File: config.mk
export PLATFORM = sky130hd
export DESIGN_NAME = axi_read_channel
export DESIGN_NICKNAME = d
export VERILOG_FILES = /design/src/hw/axi_ram_pkg.sv /design/src/hw/axi_read_channel.sv /design/src/hw/burst_addr_gen.sv
export SDC_FILE = /design/constraint.sdc
export NUM_CORES = 1
export LEC_CHECK = 0
export BUFFER_PORTS_ARGS = -buffer_cell sky130_fd_sc_hd__buf_2
export CORE_MARGIN = 4
export CORE_UTILIZATION = 50
export DETAILED_ROUTE_END_ITERATION = 12
export GPL_TIMING_DRIVEN = 0
export PLACE_DENSITY = 0.71
export SLEW_MARGIN = 0
export SYNTH_ARGS = -nofsm -noshare
export SYNTH_HDL_FRONTEND = slang
export SYNTH_HIERARCHICAL = 1
export SYNTH_SLANG_ARGS = --single-unit
File: constraint.sdc
create_clock -name S_AXI_ACLK -period 6.3 [get_ports S_AXI_ACLK]
set_clock_uncertainty 0.1 [all_clocks]
set_input_delay 1.26 -clock S_AXI_ACLK [delete_from_list [all_inputs] [get_ports S_AXI_ACLK]]
set_output_delay 1.26 -clock S_AXI_ACLK [all_outputs]
set_load 0.05 [all_outputs]
File: src/hw/axi_ram_pkg.sv
// shared widths, AXI channel payload structs and FSM state types
// for the AXI4 RAM slave. every hw module pulls this in by wildcard
// import in its header.
package axi_ram_pkg;

    localparam int ID_W       = 4;
    localparam int ADDR_W     = 16;          // byte address
    localparam int DATA_W     = 32;
    localparam int STRB_W     = DATA_W / 8;
    localparam int LEN_W      = 8;
    localparam int BYTE_SHIFT = 2;           // byte addr -> word index

    // reserved code 2'b11 falls through to INCR handling
    typedef enum logic [1:0] {
        BURST_FIXED = 2'b00,
        BURST_INCR  = 2'b01,
        BURST_WRAP  = 2'b10
    } burst_t;

    typedef enum logic [1:0] {
        RESP_OKAY = 2'b00
    } resp_t;

    typedef struct packed {
        logic [ID_W-1:0]   id;
        logic [ADDR_W-1:0] addr;
        logic [LEN_W-1:0]  len;   // beats - 1
        burst_t            burst;
    } axi_aw_t;

    typedef axi_aw_t axi_ar_t;    // same layout on the read side

    typedef struct packed {
        logic [DATA_W-1:0] data;
        logic [STRB_W-1:0] strb;
        logic              last;
    } axi_w_t;

    typedef struct packed {
        logic [ID_W-1:0] id;
        resp_t           resp;
    } axi_b_t;

    typedef struct packed {
        logic [ID_W-1:0]   id;
        logic [DATA_W-1:0] data;
        resp_t             resp;
        logic              last;
    } axi_r_t;

    typedef enum logic [1:0] {WR_IDLE, WR_DATA, WR_RESP} wr_state_t;
    typedef enum logic {RD_IDLE, RD_ISSUE} rd_state_t;

endpackage

File: src/hw/axi_read_channel.sv
// AR/R engine of the AXI RAM slave. issues one RAM read per cycle while
// FIFO space allows, tags each returning word with id and last, and
// queues it in a small FIFO whose head drives the R channel.
`timescale 1ns/1ns

module axi_read_channel import axi_ram_pkg::*; #(
    parameter int MEM_AW      = 10,
    parameter int RFIFO_DEPTH = 4
) (
    input  logic              S_AXI_ACLK,
    input  logic              S_AXI_ARESETN,
    input  axi_ar_t           ar,
    input  logic              ar_valid,
    output logic              ar_ready,
    output axi_r_t            r,
    output logic              r_valid,
    input  logic              r_ready,
    output logic              ram_re,
    output logic [MEM_AW-1:0] ram_raddr,
    input  logic [DATA_W-1:0] ram_rdata
);

    localparam int PTR_W = $clog2(RFIFO_DEPTH);
    localparam int CNT_W = PTR_W + 1;

    rd_state_t         state;
    logic [ID_W-1:0]   id_q;
    logic              ar_fire;
    logic              issue;
    logic [ADDR_W-1:0] beat_addr;
    logic              beat_last;

    // one-cycle side band that travels with the RAM read
    logic              pipe_v;
    logic [ID_W-1:0]   pipe_id;
    logic              pipe_last;

    axi_r_t            fifo_mem [RFIFO_DEPTH];
    logic [PTR_W-1:0]  wr_ptr;
    logic [PTR_W-1:0]  rd_ptr;
    logic [CNT_W-1:0]  count;
    logic              pop;

    assign ar_ready = (state == RD_IDLE);
    assign ar_fire  = ar_valid && ar_ready;

    // credit check counts the word still coming out of the RAM
    assign issue = (state == RD_ISSUE) && ((count + CNT_W'(pipe_v)) < CNT_W'(RFIFO_DEPTH));

    burst_addr_gen u_addr_gen (
        .S_AXI_ACLK   (S_AXI_ACLK),
        .S_AXI_ARESETN(S_AXI_ARESETN),
        .start        (ar_fire),
        .start_addr   (ar.addr),
        .start_len    (ar.len),
        .start_burst  (ar.burst),
        .step         (issue),
        .addr         (beat_addr),
        .last_beat    (beat_last)
    );

    assign ram_re    = issue;
    assign ram_raddr = beat_addr[BYTE_SHIFT +: MEM_AW];

    always_ff @(posedge S_AXI_ACLK) begin
        if (!S_AXI_ARESETN) begin
            state  <= RD_IDLE;
            pipe_v <= 1'b0;
        end else begin
            pipe_v <= issue;
            case (state)
                RD_IDLE:  if (ar_fire) state <= RD_ISSUE;
                RD_ISSUE: if (issue && beat_last) state <= RD_IDLE;   // earlier beats may still drain
                default:  state <= RD_IDLE;
            endcase
        end
    end

    always_ff @(posedge S_AXI_ACLK) begin
        if (ar_fire)
            id_q <= ar.id;
        pipe_id   <= id_q;
        pipe_last <= beat_last;
    end

    // read data FIFO
    assign pop     = r_valid && r_ready;
    assign r_valid = (count != '0);
    assign r       = fifo_mem[rd_ptr];

    always_ff @(posedge S_AXI_ACLK) begin
        if (!S_AXI_ARESETN) begin
            wr_ptr <= '0;
            rd_ptr <= '0;
            count  <= '0;
        end else begin
            if (pipe_v)
                wr_ptr <= wr_ptr + 1'b1;
            if (pop)
                rd_ptr <= rd_ptr + 1'b1;
            count <= count + CNT_W'(pipe_v) - CNT_W'(pop);
        end
    end

    always_ff @(posedge S_AXI_ACLK) begin
        if (pipe_v)
            fifo_mem[wr_ptr] <= '{id: pipe_id, data: ram_rdata, resp: RESP_OKAY,
                                  last: pipe_last};
    end

endmodule

File: src/hw/burst_addr_gen.sv
// beat address and beat counter for one AXI burst.
// load with start, then pulse step once per beat; addr is the current
// beat address and last_beat flags the final beat of the burst.
`timescale 1ns/1ns

module burst_addr_gen import axi_ram_pkg::*; (
    input  logic              S_AXI_ACLK,
    input  logic              S_AXI_ARESETN,
    input  logic              start,
    input  logic [ADDR_W-1:0] start_addr,
    input  logic [LEN_W-1:0]  start_len,
    input  burst_t            start_burst,
    input  logic              step,
    output logic [ADDR_W-1:0] addr,
    output logic              last_beat
);

    logic [LEN_W-1:0]  len_q;
    logic [LEN_W-1:0]  beat_q;
    burst_t            burst_q;
    logic [ADDR_W-1:0] wrap_mask;
    logic [ADDR_W-1:0] incr_addr;
    logic [ADDR_W-1:0] next_addr;

    // window of (len+1) words, low bits free to move
    assign wrap_mask = ((ADDR_W'(len_q) + 1'b1) << BYTE_SHIFT) - 1'b1;
    assign incr_addr = addr + ADDR_W'(STRB_W);

    always_comb begin
        case (burst_q)
            BURST_FIXED: next_addr = addr;
            BURST_WRAP:  next_addr = (addr & ~wrap_mask) | (incr_addr & wrap_mask);
            default:     next_addr = incr_addr;   // INCR and reserved
        endcase
    end

    always_ff @(posedge S_AXI_ACLK) begin
        if (!S_AXI_ARESETN) begin
            beat_q  <= '0;
            len_q   <= '0;
            burst_q <= BURST_INCR;
        end else if (start) begin
            beat_q  <= '0;
            len_q   <= start_len;
            burst_q <= start_burst;
        end else if (step) begin
            beat_q <= beat_q + 1'b1;
        end
    end

    always_ff @(posedge S_AXI_ACLK) begin
        if (start)
            addr <= start_addr;
        else if (step)
            addr <= next_addr;
    end

    assign last_beat = (beat_q == len_q);

endmodule

==> results of run 1 <==
-- placed cells by master (no fill, tap or decap), drive strengths merged, types with 9 or more instances in the layout --
cell type and n:
mux4 37, xor2 13, o21ai 9, nand2 20
and2 9, nor2 27, buf 126, a21oi 10
xnor2 20, nor2b 15, clkbuf 33, dfxtp 34
edfxtp 162, inv 12, ha 11, mux2i 19
-- path summary, 6_finish.rpt --
kind	endpoint	from	slack [ps]
setup / recovery	ram_re	pipe_v	3010
hold / removal	pipe_id[2]	id_q[2]	250
setup reg to reg	register	pipe_v	3620
hold reg to reg	pipe_id[2]	id_q[2]	250
-- sequential cells by signal, indices dropped and copies added (netlist names), named ones only --
register,flops
pipe_last,1
count,3
u_addr_gen/beat_q,8
u_addr_gen/burst_q,2
rd_ptr,2
u_addr_gen/len_q,8
pipe_v,1
fifo_mem,148
wr_ptr,2
state,1
u_addr_gen/addr,1
pipe_id,4
id_q,4
-- report_power, final --
| group | internal, mW | switching (mW) |
|---|---|---|
| Clock | 0.545 | 0.445 |
| Sequential | 1.49 | 0.0504 |
| Combinational | 0.376 | 0.707 |
-- area by class of cell --
class                      count  area [um^2]
fill                        1218         6350
tap                          216          270
inverter                      10         37.5
timing repair buffer         113          626
multi-input combinational    242         2280
clock inverter                12          106
clock buffer                  20          437
buffer                        26          178
sequential                   196         5550
-- layer usage --
| layer | share of wire [%] | track usage (%) | vias to the layer above |
|---|---|---|---|
| li1 | - | - | 2082 |
| met1 | 42 | 20.7 | 2169 |
| met2 | 52 | 29.2 | 112 |
| met3 | 5.2 | 4.47 | 22 |
| met4 | 1.5 | 5.66 | 2 |
| met5 | 0.089 | 0 | - |
-- critical path, stage by stage (launching register included) --
cell and delay, ps:
dfxtp_1 370, ha_1 220, ha_1 220, xnor2_1 230, and2_1 190, buf_2 270
==> impl_metrics.tcl, run 1 <==
set metrics [dict create \
    core_area_mm2 0.0158 \
    hold_viol 0 \
    crit_type "reg2out" \
    tightest_slew_ps 790 \
    power_mw 3.62 \
    crit_fanout 7 \
    postRouteAntennaNets 0 \
    cts_tree "built" \
    maxCapViolations 0 \
    max-slew-margin-rel_pct 47.1 \
    whs_path_depth 0 \
    fin_hold_ws_ps 246 \
    synth_cells 473 \
    viasPerCell 5.25 \
    ir_worst_vdd_v 0.000198 \
    place.port_buffers 109 \
    setup_viol 0 \
    fin_nets 683 \
    place_inst 803 \
    syn_to_final_growth_pct 18.0 \
    period_minus_slack_ps 3290 \
    final_cell_area_mm2 0.00948 \
    wirelength_um 14600 \
    start_util_pct 50.7 \
    dpl_cell_area_mm2 0.00893 \
    r2r_cells 8 \
    route.detailed.drc 0 \
    slew_violations 0 \
    fin_crit_sh_pct 52.2 \
    grt_pass1_vias 4645 \
    startpoint_type "register" \
    num_rows 46 \
    cellLeakagePower_nw 3.36 \
    ios 118 \
    grt_usage_pct 16.9 \
    setup_tns_ps 0 \
    die_width_um 135 \
    power.density_mw_per_mm2 382 \
    dpl.hpwl_um 10100 \
    drive_above_1_share_pct 30.9 \
    postCtsHoldBufs 0 \
    grt-ovfl-total 0 \
    synthesis.area_mm2 0.00803 \
    synth_warnings 6 \
    vias 4387 \
    cts.clk_slew.worst_paths_ps 70 \
    cts_max_level 4 \
    numClockSinks 196 \
    clk_path_buf_depth 2 \
    antenna_cells 0 \
    grt_pass1_wl_um 23500 \
    die_height_um 135 \
    grt_max_degree 33 \
    final_cells 835 \
    die_area_mm2 0.0181 \
    avgSynthCellArea_um2 17.0 \
    setup_slack_ps 3010 \
    cts_resized 0 \
    avgRoutedWirePerCell_um 17.4 \
    globalplace.congestion 0.846 \
    cts_root_buf "clkbuf_16" \
    fmax_ghz 0.304 \
    clock_latency_ps 420 \
    hold_class "reg2reg" \
    status "finished clean" \
    critPathArrivalTime_ps 1930 \
    drt_iter0_drc 189 \
    finish.utilization_pct 59.9 \
    dr.pass1.iters 4 \
    cts_buffers 17 \
    antenna_found_initial 1 \
    crit_required_ps 4940 \
    rsz0062_at_grt "false" \
    end_kind "output port" \
    cts_setup_buffers 0 \
    dp_slack_ps 2800 \
]
Power figures use the tool's default switching activity.
==> run 2: changes to the inputs <==
PLACE_DENSITY = 0.74   (was 0.71)
clock period = 3 ns   (was 6.3 ns; I/O delays follow)
==> impl_metrics.tcl, run 2 (synthesis results as in run 1) <==
set metrics [dict create \
    status "finished clean" \
    cts_tree "built" \
    setup_tns_ps 0 \
    globalplace.congestion 0.878 \
    final_common_cell "edfxtp_1" \
    die_area_mm2 0.0181 \
    drt_iter0_drc 191 \
    startpoint_type "register" \
    grt_pass1_vias 4627 \
    maxCapViolations 0 \
    cts.clk_slew.worst_paths_ps 70 \
    route.detailed.drc 0 \
    dr.max_layer_used "met5" \
    slowest_stage "dfxtp_1" \
    numClockSinks 196 \
    cts_resized 0 \
    syn_to_final_growth_pct 18.9 \
    place_inst 803 \
    rsz0062_at_grt "false" \
    postRouteAntennaNets 0 \
    final_cells 835 \
    fmax_ghz 0.353 \
    crit_type "reg2reg" \
    vias 4432 \
    slew_violations 0 \
    cts_max_level 4 \
    hold_viol 0 \
    ios 118 \
    clk_path_buf_depth 2 \
    cts_setup_buffers 0 \
    grt_usage_pct 16.8 \
    period_minus_slack_ps 2830 \
    viasPerCell 5.31 \
    grt_pass1_wl_um 23400 \
    antenna_found_initial 1 \
    crit_top_cell "ha_1" \
    die_height_um 135 \
    drive_above_1_share_pct 31.7 \
    wirelength_um 14700 \
    route.met3.wl_um 683 \
    cts_root_buf "clkbuf_16" \
    start_util_pct 50.7 \
    largest_reg_flops 148 \
    max-slew-margin-rel_pct 49.5 \
    avgRoutedWirePerCell_um 17.7 \
    grt_max_degree 27 \
    grt-ovfl-total 0 \
    crit_family "simple AND/OR/NAND/NOR gates" \
    setup_viol 0 \
    layout_common_cells "162 x edfxtp_1, 114 x buf_2, 34 x dfxtp_1, 30 x mux4_2, 27 x nor2_1" \
    ir_worst_vdd_v 0.000420 \
    power.density_mw_per_mm2 820 \
    postCtsHoldBufs 0 \
    clock_latency_ps 420 \
    place.port_buffers 109 \
    crit_required_ps 3000 \
    tightest_slew_ps 755 \
    cellLeakagePower_nw 3.40 \
    fin_crit_sh_pct 94.3 \
    dpl.hpwl_um 10000 \
    largest-register "fifo_mem" \
    hold_class "in2reg" \
    met2_wirelength_um 7630 \
    end_kind "register" \
    slowest_delay_ps 390 \
    wl_met1_um 6170 \
    fin_nets 683 \
    dr.pass1.iters 4 \
    crit_fanout 10 \
    critPathBufInv 1 \
    largest_registers "fifo_mem x148, u_addr_gen/beat_q x8, u_addr_gen/len_q x8" \
    core_area_mm2 0.0158 \
    path_cells "ha_1 -> ha_1 -> xnor2_1 -> and2_1 -> clkbuf_1 -> o21a_1 -> nor2_1 -> nor4_1" \
    num_rows 46 \
    die_width_um 135 \
    critPathArrivalTime_ps 2830 \
    cts_buffers 17 \
]
[run 2: cell count changes in the layout (fill, tap and decap cells not counted)]
cell / previous run / this run
bufinv_16: 1 / 2
clkbuf_1: 14 / 11
clkinv_1: 3 / 0
clkinv_2: 1 / 0
clkinv_4: 4 / 2
clkinv_8: 0 / 2
clkinvlp_4: 1 / 0
diode_2: 0 / 1
inv_6: 2 / 5
inv_8: 0 / 3
[run 2: where the power goes]
group / total (mW) / switching [mW] / internal (mW)
registers: 3.25 / 0.108 / 3.14
logic: 2.28 / 1.49 / 0.792
clock network: 2.31 / 1.04 / 1.27
[run 2: final cells by class]
type,count,area [um^2]
flip-flops and latches,196,5550
repair buffers,113,626
diodes,1,2.50
fillers,1205,6280
inverters,10,37.5
multi-input cells,242,2280
clock inverters,14,188
clock buffers,17,425
plain buffers,26,178
well taps,216,270
[run 2: stage by stage]
stage	setup WS [ps]	instance area (um^2)	hold WS, ps	utilization (%)	total power [mW]
after floorplan	306	8030	223	-	5.11
after global placement	232	8850	272	55.9	5.56
after detailed placement	179	8930	263	56.4	5.61
after CTS	178	9550	227	60.3	7.92
after global routing	23.0	9550	228	60.3	8.15
final	171	9550	249	60.3	7.83
[run 2: final timing paths]
kind	depth (start not counted)	endpoint	slack, ps	from
max	8	register	170	pipe_v
max reg2reg	8	register	170	pipe_v
min reg2reg	0	pipe_id[0]	280	id_q[0]
min	1	id_q[2]	250	ar[28]
[run 2: layer usage]
layer  global-route usage, %  vias up
li1                        -     2079
met1                    20.5     2213
met2                    29.5      114
met3                    4.25       24
met4                    5.60        2
met5                       0        -
