[src/hw/axi_ram_pkg.sv]
// shared widths, AXI channel payload structs and FSM state types
// for the AXI4 RAM slave. every hw module pulls this in by wildcard
// import in its header.
package axi_ram_pkg;

    localparam int ID_W       = 4;
    localparam int ADDR_W     = 16;          // byte address
    localparam int DATA_W     = 32;
    localparam int STRB_W     = DATA_W / 8;
    localparam int LEN_W      = 8;
    localparam int BYTE_SHIFT = 2;           // byte addr -> word index

    // reserved code 2'b11 falls through to INCR handling
    typedef enum logic [1:0] {
        BURST_FIXED = 2'b00,
        BURST_INCR  = 2'b01,
        BURST_WRAP  = 2'b10
    } burst_t;

    typedef enum logic [1:0] {
        RESP_OKAY = 2'b00
    } resp_t;

    typedef struct packed {
        logic [ID_W-1:0]   id;
        logic [ADDR_W-1:0] addr;
        logic [LEN_W-1:0]  len;   // beats - 1
        burst_t            burst;
    } axi_aw_t;

    typedef axi_aw_t axi_ar_t;    // same layout on the read side

    typedef struct packed {
        logic [DATA_W-1:0] data;
        logic [STRB_W-1:0] strb;
        logic              last;
    } axi_w_t;

    typedef struct packed {
        logic [ID_W-1:0] id;
        resp_t           resp;
    } axi_b_t;

    typedef struct packed {
        logic [ID_W-1:0]   id;
        logic [DATA_W-1:0] data;
        resp_t             resp;
        logic              last;
    } axi_r_t;

    typedef enum logic [1:0] {WR_IDLE, WR_DATA, WR_RESP} wr_state_t;
    typedef enum logic {RD_IDLE, RD_ISSUE} rd_state_t;

endpackage

[src/hw/axi_write_channel.sv]
// AW/W/B engine of the AXI RAM slave. takes one write burst at a time,
// writes each W beat straight into the RAM write port and then holds
// the B response until the master accepts it.
`timescale 1ns/1ns

module axi_write_channel import axi_ram_pkg::*; #(
    parameter int MEM_AW = 10
) (
    input  logic              S_AXI_ACLK,
    input  logic              S_AXI_ARESETN,
    input  axi_aw_t           aw,
    input  logic              aw_valid,
    output logic              aw_ready,
    input  axi_w_t            w,
    input  logic              w_valid,
    output logic              w_ready,
    output axi_b_t            b,
    output logic              b_valid,
    input  logic              b_ready,
    output logic              ram_we,
    output logic [STRB_W-1:0] ram_wmask,
    output logic [MEM_AW-1:0] ram_waddr,
    output logic [DATA_W-1:0] ram_wdata
);

    wr_state_t         state;
    logic [ID_W-1:0]   id_q;
    logic              aw_fire;
    logic              w_fire;
    logic [ADDR_W-1:0] beat_addr;
    logic              beat_last;

    assign aw_ready = (state == WR_IDLE);
    assign w_ready  = (state == WR_DATA);
    assign b_valid  = (state == WR_RESP);
    assign aw_fire  = aw_valid && aw_ready;
    assign w_fire   = w_valid && w_ready;

    burst_addr_gen u_addr_gen (
        .S_AXI_ACLK   (S_AXI_ACLK),
        .S_AXI_ARESETN(S_AXI_ARESETN),
        .start        (aw_fire),
        .start_addr   (aw.addr),
        .start_len    (aw.len),
        .start_burst  (aw.burst),
        .step         (w_fire && !beat_last),   // overlong burst stays on last word
        .addr         (beat_addr),
        .last_beat    (beat_last)
    );

    always_ff @(posedge S_AXI_ACLK) begin
        if (!S_AXI_ARESETN) begin
            state <= WR_IDLE;
        end else begin
            case (state)
                WR_IDLE: if (aw_fire) state <= WR_DATA;
                WR_DATA: if (w_fire && w.last) state <= WR_RESP;   // WLAST ends the burst
                WR_RESP: if (b_ready) state <= WR_IDLE;
                default: state <= WR_IDLE;
            endcase
        end
    end

    always_ff @(posedge S_AXI_ACLK) begin
        if (aw_fire)
            id_q <= aw.id;
    end

    assign b = '{id: id_q, resp: RESP_OKAY};

    // RAM write happens on the W handshake edge
    assign ram_we    = w_fire;
    assign ram_wmask = w.strb;
    assign ram_wdata = w.data;
    assign ram_waddr = beat_addr[BYTE_SHIFT +: MEM_AW];   // aliases above RAM size

endmodule

[src/hw/burst_addr_gen.sv]
// beat address and beat counter for one AXI burst.
// load with start, then pulse step once per beat; addr is the current
// beat address and last_beat flags the final beat of the burst.
`timescale 1ns/1ns

module burst_addr_gen import axi_ram_pkg::*; (
    input  logic              S_AXI_ACLK,
    input  logic              S_AXI_ARESETN,
    input  logic              start,
    input  logic [ADDR_W-1:0] start_addr,
    input  logic [LEN_W-1:0]  start_len,
    input  burst_t            start_burst,
    input  logic              step,
    output logic [ADDR_W-1:0] addr,
    output logic              last_beat
);

    logic [LEN_W-1:0]  len_q;
    logic [LEN_W-1:0]  beat_q;
    burst_t            burst_q;
    logic [ADDR_W-1:0] wrap_mask;
    logic [ADDR_W-1:0] incr_addr;
    logic [ADDR_W-1:0] next_addr;

    // window of (len+1) words, low bits free to move
    assign wrap_mask = ((ADDR_W'(len_q) + 1'b1) << BYTE_SHIFT) - 1'b1;
    assign incr_addr = addr + ADDR_W'(STRB_W);

    always_comb begin
        case (burst_q)
            BURST_FIXED: next_addr = addr;
            BURST_WRAP:  next_addr = (addr & ~wrap_mask) | (incr_addr & wrap_mask);
            default:     next_addr = incr_addr;   // INCR and reserved
        endcase
    end

    always_ff @(posedge S_AXI_ACLK) begin
        if (!S_AXI_ARESETN) begin
            beat_q  <= '0;
            len_q   <= '0;
            burst_q <= BURST_INCR;
        end else if (start) begin
            beat_q  <= '0;
            len_q   <= start_len;
            burst_q <= start_burst;
        end else if (step) begin
            beat_q <= beat_q + 1'b1;
        end
    end

    always_ff @(posedge S_AXI_ACLK) begin
        if (start)
            addr <= start_addr;
        else if (step)
            addr <= next_addr;
    end

    assign last_beat = (beat_q == len_q);

endmodule

[config.mk]
export PLATFORM = sky130hd
export DESIGN_NAME = axi_write_channel
export DESIGN_NICKNAME = d
export VERILOG_FILES = /design/src/hw/axi_ram_pkg.sv /design/src/hw/axi_write_channel.sv /design/src/hw/burst_addr_gen.sv
export SDC_FILE = /design/constraint.sdc
export NUM_CORES = 1
export LEC_CHECK = 0
export BUFFER_PORTS_ARGS = -buffer_cell sky130_fd_sc_hd__buf_4
export CORE_MARGIN = 2
export CORE_UTILIZATION = 23
export DETAILED_ROUTE_END_ITERATION = 6
export SETUP_SLACK_MARGIN = 0.1
export SYNTH_ARGS = -nofsm -noshare
export SYNTH_HDL_FRONTEND = slang
export SYNTH_SLANG_ARGS = --single-unit
[constraint.sdc]
create_clock -name S_AXI_ACLK -period 2 [get_ports S_AXI_ACLK]
set_input_delay 0.1 -clock S_AXI_ACLK [delete_from_list [all_inputs] [get_ports S_AXI_ACLK]]
set_output_delay 0.1 -clock S_AXI_ACLK [all_outputs]
set_load 0.05 [all_outputs]
==> results of run 1 <==
-- cell families after synthesis --
kind of cell,after synthesis
adder cells (fa/ha/maj),3
buffers and inverters,57
AND/OR/NAND/NOR,97
flip-flops,34
other,1
multiplexers,1
XOR/XNOR,33
AO/OA/AOI/OAI,50
-- what timing repair did --
item                                   4_1_cts  5_1_grt
buffers inserted                             2        1
pin swaps                                    9        4
hold buffers                                 4        0
endpoints found under the hold margin        4        0
resized for setup                            9        5
cloned                                       0        0
setup endpoints to repair                    3        5
-- metrics by stage --
stage,std cells,setup slack [ns],instance area [um2],hold WS (ns)
6_report,431,0.01344,2786,0.02096
5_1_grt,431,-0.07036,2786,0.03770
2_1_floorplan,277,0.09750,2421,0.1989
3_3_place_gp,416,0.04015,2594,0.2003
4_1_cts,430,0.08088,2760,0.02655
3_5_place_dp,416,0.001689,2594,0.2003
-- worst min-delay path: stages --
cell	delay, ns
buf_4	0.08
nand2_1	0.04
nand3_1	0.07
-- cells in the mapped netlist (all sizes together) --
library cell  count
nand2            40
o22ai             1
conb              1
o21ai            15
o21bai            2
a21boi           10
buf              41
nand3             7
and2              1
nand3b            1
clkbuf           11
or4               1
a211oi            1
a21oi             7
nor3b             1
a22oi             1
nor3              3
nand2b            1
and4              1
nand4             5
a211o             1
or3               2
edfxtp           14
and2b             2
dfxtp            20
mux2i             1
and3              5
nor2b             2
inv               5
xor2             13
o31ai             6
ha                3
nor4              2
a311o             2
a41oi             1
a31oi             2
o21a              1
nor2             23
xnor2            20
-- how the worst min path moves through the flow --
stage / start / to / slack, ns
after CTS: aw[0] / u_addr_gen.burst_q[0] / 0.03
after floorplan: aw[26] / id_q[0] / 0.20
after global placement: w[6] / ram_wdata[1] / 0.20
after global routing: aw[0] / u_addr_gen.burst_q[0] / 0.04
final: aw[0] / u_addr_gen.burst_q[0] / 0.02
after detailed placement: w[6] / ram_wdata[1] / 0.20
-- power by group through the flow --
| stage | registers [W] | clock network [W] | logic, W |
|---|---|---|---|
| detailed placement | 0.000868 | 0 | 0.000499 |
| finish | 0.000852 | 0.000531 | 0.000511 |
| global placement | 0.000864 | 0 | 0.000496 |
| floorplan | 0.000957 | 0 | 0.000459 |
| CTS | 0.000852 | 0.000547 | 0.000514 |
| global route | 0.000860 | 0.000569 | 0.000556 |
-- per-layer routing --
metal	global-route usage [%]	routed length, um
met4	4.000	104
met1	11.63	2325
met2	15.48	2421
met3	3.463	437
met5	0	0
-- layout make-up --
| cell class | count | area [um2] |
|---|---|---|
| fillers | 1078 | 7352 |
| well taps | 136 | 170.2 |
| inverters | 5 | 18.77 |
| flip-flops and latches | 34 | 833.3 |
| repair buffers | 62 | 479.2 |
| multi-input cells | 186 | 1195 |
| clock buffers | 8 | 90.09 |
==> results.py, run 1 <==
metrics = {
    "run_status": {
        "outcome": "complete, no violations",
    },
    "hold_path": {
        "whs_path_depth": 3,
        "hp-class": "in -> reg",
    },
    "clocking": {
        "clockBufferDepth": 2,
        "cts_made_buffers": 5,
        "cts_tree": "done",
        "ctsRootBufferMaster": "clkbuf_8",
        "cts.clk_slew.worst_paths_ns": 0.07,
        "htree_levels": 2,
        "clkLatencyLatePin_ns": 0.29,
        "clock_sinks": 34,
    },
    "power_and_ir_drop": {
        "finalPower_w": 0.001894,
        "p_leak_nw": 1.061,
        "powerDensity_nw_per_um2": 679.8,
        "p_sw_share_pct": 32.64,
        "internal-power_w": 0.001276,
        "vdd_drop_max_mv": 0.2231,
        "p_sw_w": 0.0006182,
        "p_comb_share_pct": 27.0,
        "p_seq_share_pct": 45.0,
        "pwr-share-clk_pct": 28.0,
    },
    "floorplanning": {
        "rows": 37,
        "dieArea_um2": 11120,
        "dieWidth_um": 105.5,
        "initial_core_util_pct": 23.35,
        "die_h_um": 105.5,
        "io_pins": 128,
        "coreArea_um2": 10140,
    },
    "yosys": {
        "syn_avg_cell_area_um2": 8.577,
        "syn_inst": 276,
        "synth_top_family_by_area": "simple AND/OR/NAND/NOR gates",
        "syn-cell-area_um2": 2367,
        "synth_top_area_cell": "edfxtp_1",
        "ys_types": 46,
        "synth-compound-area-share_pct": 13.85,
        "synth_xor_area_share_pct": 12.21,
        "yosysSeqAreaShare_pct": 34.67,
        "synth-seq-cells": 34,
        "yosys_warnings": 0,
        "yosys-mux-area-fraction_pct": 0.4228,
        "synth_top_cells_by_area": "edfxtp_1 (18%), dfxtp_1 (17%), buf_4 (12%), xnor2_1 (7.4%), nand2_1 (6.3%)",
        "synth_adder_area_share_pct": 1.586,
        "synth_simple_gate_area_share_pct": 19.13,
        "yosysTopAreaCellShare_pct": 17.76,
    },
    "cells_and_area": {
        "fin_util_pct": 27.48,
        "final_cell_mix": "buf_4 (57), nand2_1 (40), nor2_1 (21)",
        "synthToLayoutAreaGrowth_pct": 17.71,
        "layout_commonest_cell": "buf_4",
        "diodes": 0,
        "final_nets": 369,
        "drive_above_1_share_pct": 29.83,
    },
    "detailed_routing": {
        "drt_iter0_drc": 82,
        "viasPerCell": 4.336,
        "firstDrtPassIters": 4,
        "wirelength_um": 5289,
        "antenna_left": 0,
        "drc_errors": 0,
        "post_drt_wl_per_cell_um": 12.27,
        "vias": 1869,
    },
    "worst_setup_path": {
        "rr_startpoint": "u_addr_gen.len_q[1]",
        "worst-path-max-fanout": 4,
        "rr_worst_depth": 7,
        "critPathTopFamily": "compound AO/OA/AOI/OAI gates",
        "cp_cell_sequence": "ha_4 > a211o_2 > a21oi_4 > o21bai_2 > or3_4 > a31oi_1 > o21ai_1",
        "critPathSlowestCell": "dfxtp_4",
        "critical_path_class": "reg -> reg",
        "critical-path-max-stage-delay_ns": 0.35,
        "worstSetupStartpoint": "u_addr_gen.len_q[1]",
        "path_buf_inv": 0,
        "regToRegSetupSlack_ns": 0.01,
        "start_kind": "register",
        "crit_arrival_ns": 2.03,
        "crit_path_end_kind": "register",
        "crit_required_ns": 2.05,
        "cp.depth": 7,
    },
    "job": {
        "drv_cap": 0,
    },
    "sta": {
        "rsz0062_at_grt": "true",
        "finalCritPeriodShare_pct": 99.33,
        "period_minus_slack_ns": 1.987,
        "setup_viol": 0,
        "report.final.slew_viol_count": 0,
        "finalSetupTns_ns": 0,
        "worst_clock_skew_ns": 0.009212,
        "final_hold_viol_count": 0,
        "timing.fmax_mhz": 503.4,
    },
    "grt": {
        "grt_usage_pct": 9.637,
        "grt_start_max_net_pins": 28,
        "overflow": 0,
        "grt_pass1_wl_um": 8569,
        "grt_pass1_vias": 1822,
        "antenna_found_initial": 0,
    },
    "placed_design": {
        "gp_congestion": 0.8370,
        "dp_hpwl_um": 3846,
        "portBuffers": 47,
    },
}
No activity file was read; power rests on OpenSTA's default activity.
==> inputs of run 2 (changes only) <==
- GPL_ROUTABILITY_DRIVEN: default -> 0
- clock period: 2 -> 1.94 ns (I/O delays scaled with it)
==> results.py, run 2 (synthesis gave the netlist of run 1 again) <==
metrics = {
    "worst_setup_path": {
        "crit_required_ns": 1.94,
        "critPathTopFamily": "compound AO/OA/AOI/OAI gates",
        "critical-path-max-stage-delay_ns": 0.40,
        "critical_path_class": "reg -> reg",
        "crit_path_end_kind": "register",
        "rr_worst_depth": 6,
        "cp_cell_sequence": "buf_4 > a311o_2 > nor2_2 > o21bai_2 > a311o_2 > a21boi_2",
        "start_kind": "register",
        "critPathSlowestCell": "a311o_2",
        "regToRegSetupSlack_ns": 0.06,
        "rr_startpoint": "u_addr_gen.len_q[0]",
        "worst-path-max-fanout": 3,
        "timing.critical_path.mode_cell": "a311o_2",
        "path_buf_inv": 1,
        "crit_arrival_ns": 1.89,
    },
    "floorplanning": {
        "rows": 37,
        "dieArea_um2": 11120,
        "die_h_um": 105.5,
        "dieWidth_um": 105.5,
        "initial_core_util_pct": 23.35,
        "coreArea_um2": 10140,
        "io_pins": 128,
    },
    "hold_path": {
        "hold-path-endpoint": "u_addr_gen.burst_q[0]",
        "hp-class": "in -> reg",
        "holdCritStartpoint": "aw[0]",
        "whs_path_depth": 3,
    },
    "detailed_routing": {
        "post_drt_wl_per_cell_um": 12.04,
        "wirelength_um": 5272,
        "antenna_left": 0,
        "drc_errors": 0,
        "drt_iter0_drc": 34,
        "vias": 1861,
        "viasPerCell": 4.249,
        "firstDrtPassIters": 4,
    },
    "cells_and_area": {
        "multiInputGateArea_um2": 1202,
        "final_cell_mix": "buf_4 (65), nand2_1 (40), nor2_1 (21)",
        "drive_above_1_share_pct": 33.11,
        "final_area_um2": 2861,
        "final_nets": 376,
        "layout_commonest_cell": "buf_4",
        "register_area_um2": 835.8,
        "diodes": 0,
        "fill_cells": 1075,
        "stdcell_count": 438,
        "synthToLayoutAreaGrowth_pct": 20.88,
        "fin_util_pct": 28.22,
    },
    "clocking": {
        "cts.clk_slew.worst_paths_ns": 0.07,
        "clkLatencyLatePin_ns": 0.29,
        "clock_sinks": 34,
        "ctsRootBufferMaster": "clkbuf_8",
        "clockBufferDepth": 2,
        "cts_tree": "done",
        "htree_levels": 2,
        "cts_made_buffers": 5,
    },
    "run_status": {
        "outcome": "complete, no violations",
    },
    "power_and_ir_drop": {
        "vdd_drop_max_mv": 0.2681,
        "powerDensity_nw_per_um2": 720.2,
        "finalPower_w": 0.002061,
        "p_leak_nw": 1.107,
    },
    "sta": {
        "setup_slack_ns": 0.05743,
        "rsz0062_at_grt": "true",
        "timing.fmax_mhz": 531.2,
        "period_minus_slack_ns": 1.883,
        "finalCritPeriodShare_pct": 97.04,
        "setup_viol": 0,
        "report.final.slew_viol_count": 0,
        "worst_clock_skew_ns": 0.008038,
        "final_hold_viol_count": 0,
    },
    "grt": {
        "grt_pass1_wl_um": 8335,
        "grt_pass1_vias": 1841,
        "overflow": 0,
        "grt_usage_pct": 9.389,
        "grt_use_met1_pct": 10.52,
        "globalRoute.busiestLayer": "met2",
        "met3_usage_pct": 3.587,
        "antenna_found_initial": 0,
        "grt_util_met2_pct": 15.44,
        "grt_start_max_net_pins": 28,
    },
    "placed_design": {
        "portBuffers": 47,
        "post_dp_cell_area_um2": 2656,
        "dp_hpwl_um": 4000,
        "dp.cells": 423,
        "dpl_worst_slack_ns": 0.006423,
    },
    "job": {
        "drv_cap": 0,
    },
}
run 2: cell types whose count changed in the layout (fill, tap and decap cells not counted), sizes merged:
cell,change
bufinv,+1
clkbuf,-1
buf,+7
run 2: stage by stage:
step                hold slack (ns)  TNS [ns]
detailed placement           0.1943         0
CTS                         0.02501         0
floorplan                    0.1959         0
finish                      0.02400         0
global route                0.03853  -0.04542
global placement             0.1943         0
run 2: layout make-up:
type	count	area share, %
clock buffers	7	2.667
repair buffers	69	18.45
clock inverters	1	1.049
multi-input cells	186	42.02
inverters	5	0.6559
flip-flops and latches	34	29.21
well taps	136	5.947
run 2: where the power goes:
group / switching [W] / internal, W / total (W)
registers: 0.0000639 / 0.000813 / 0.000877
logic: 0.000320 / 0.000227 / 0.000547
clock network: 0.000253 / 0.000384 / 0.000637
run 2: what timing repair did:
action	CTS	global route
endpoints found under the setup margin	4	8
hold buffers	4	0
pin swaps	5	4
hold endpoints to repair	4	0
setup buffers	3	0
resized for setup	6	8
run 2: worst register-to-register path, delay by kind of cell, from the launching register on:
kind                   cells  cell delay (ns)
AND/OR/NAND/NOR            1             0.10
buffers and inverters      1             0.13
AO/OA/AOI/OAI              4             1.01
flip-flops                 1             0.36
run 2: worst max-delay path by stage:
stage | start | end | depth (start not counted)
after floorplan | state[1] | register | 7
after global placement | u_addr_gen.len_q[0] | register | 7
after detailed placement | u_addr_gen.len_q[2] | register | 7
after CTS | u_addr_gen.len_q[1] | register | 7
after global routing | u_addr_gen.len_q[1] | register | 6
final | u_addr_gen.len_q[0] | register | 6
run 2: per-layer routing:
| metal | up-vias | wire [um] |
|---|---|---|
| met5 | - | 0 |
| met3 | 11 | 419 |
| met4 | 0 | 72 |
| met1 | 835 | 2308 |
| li1 | 945 | - |
| met2 | 70 | 2472 |
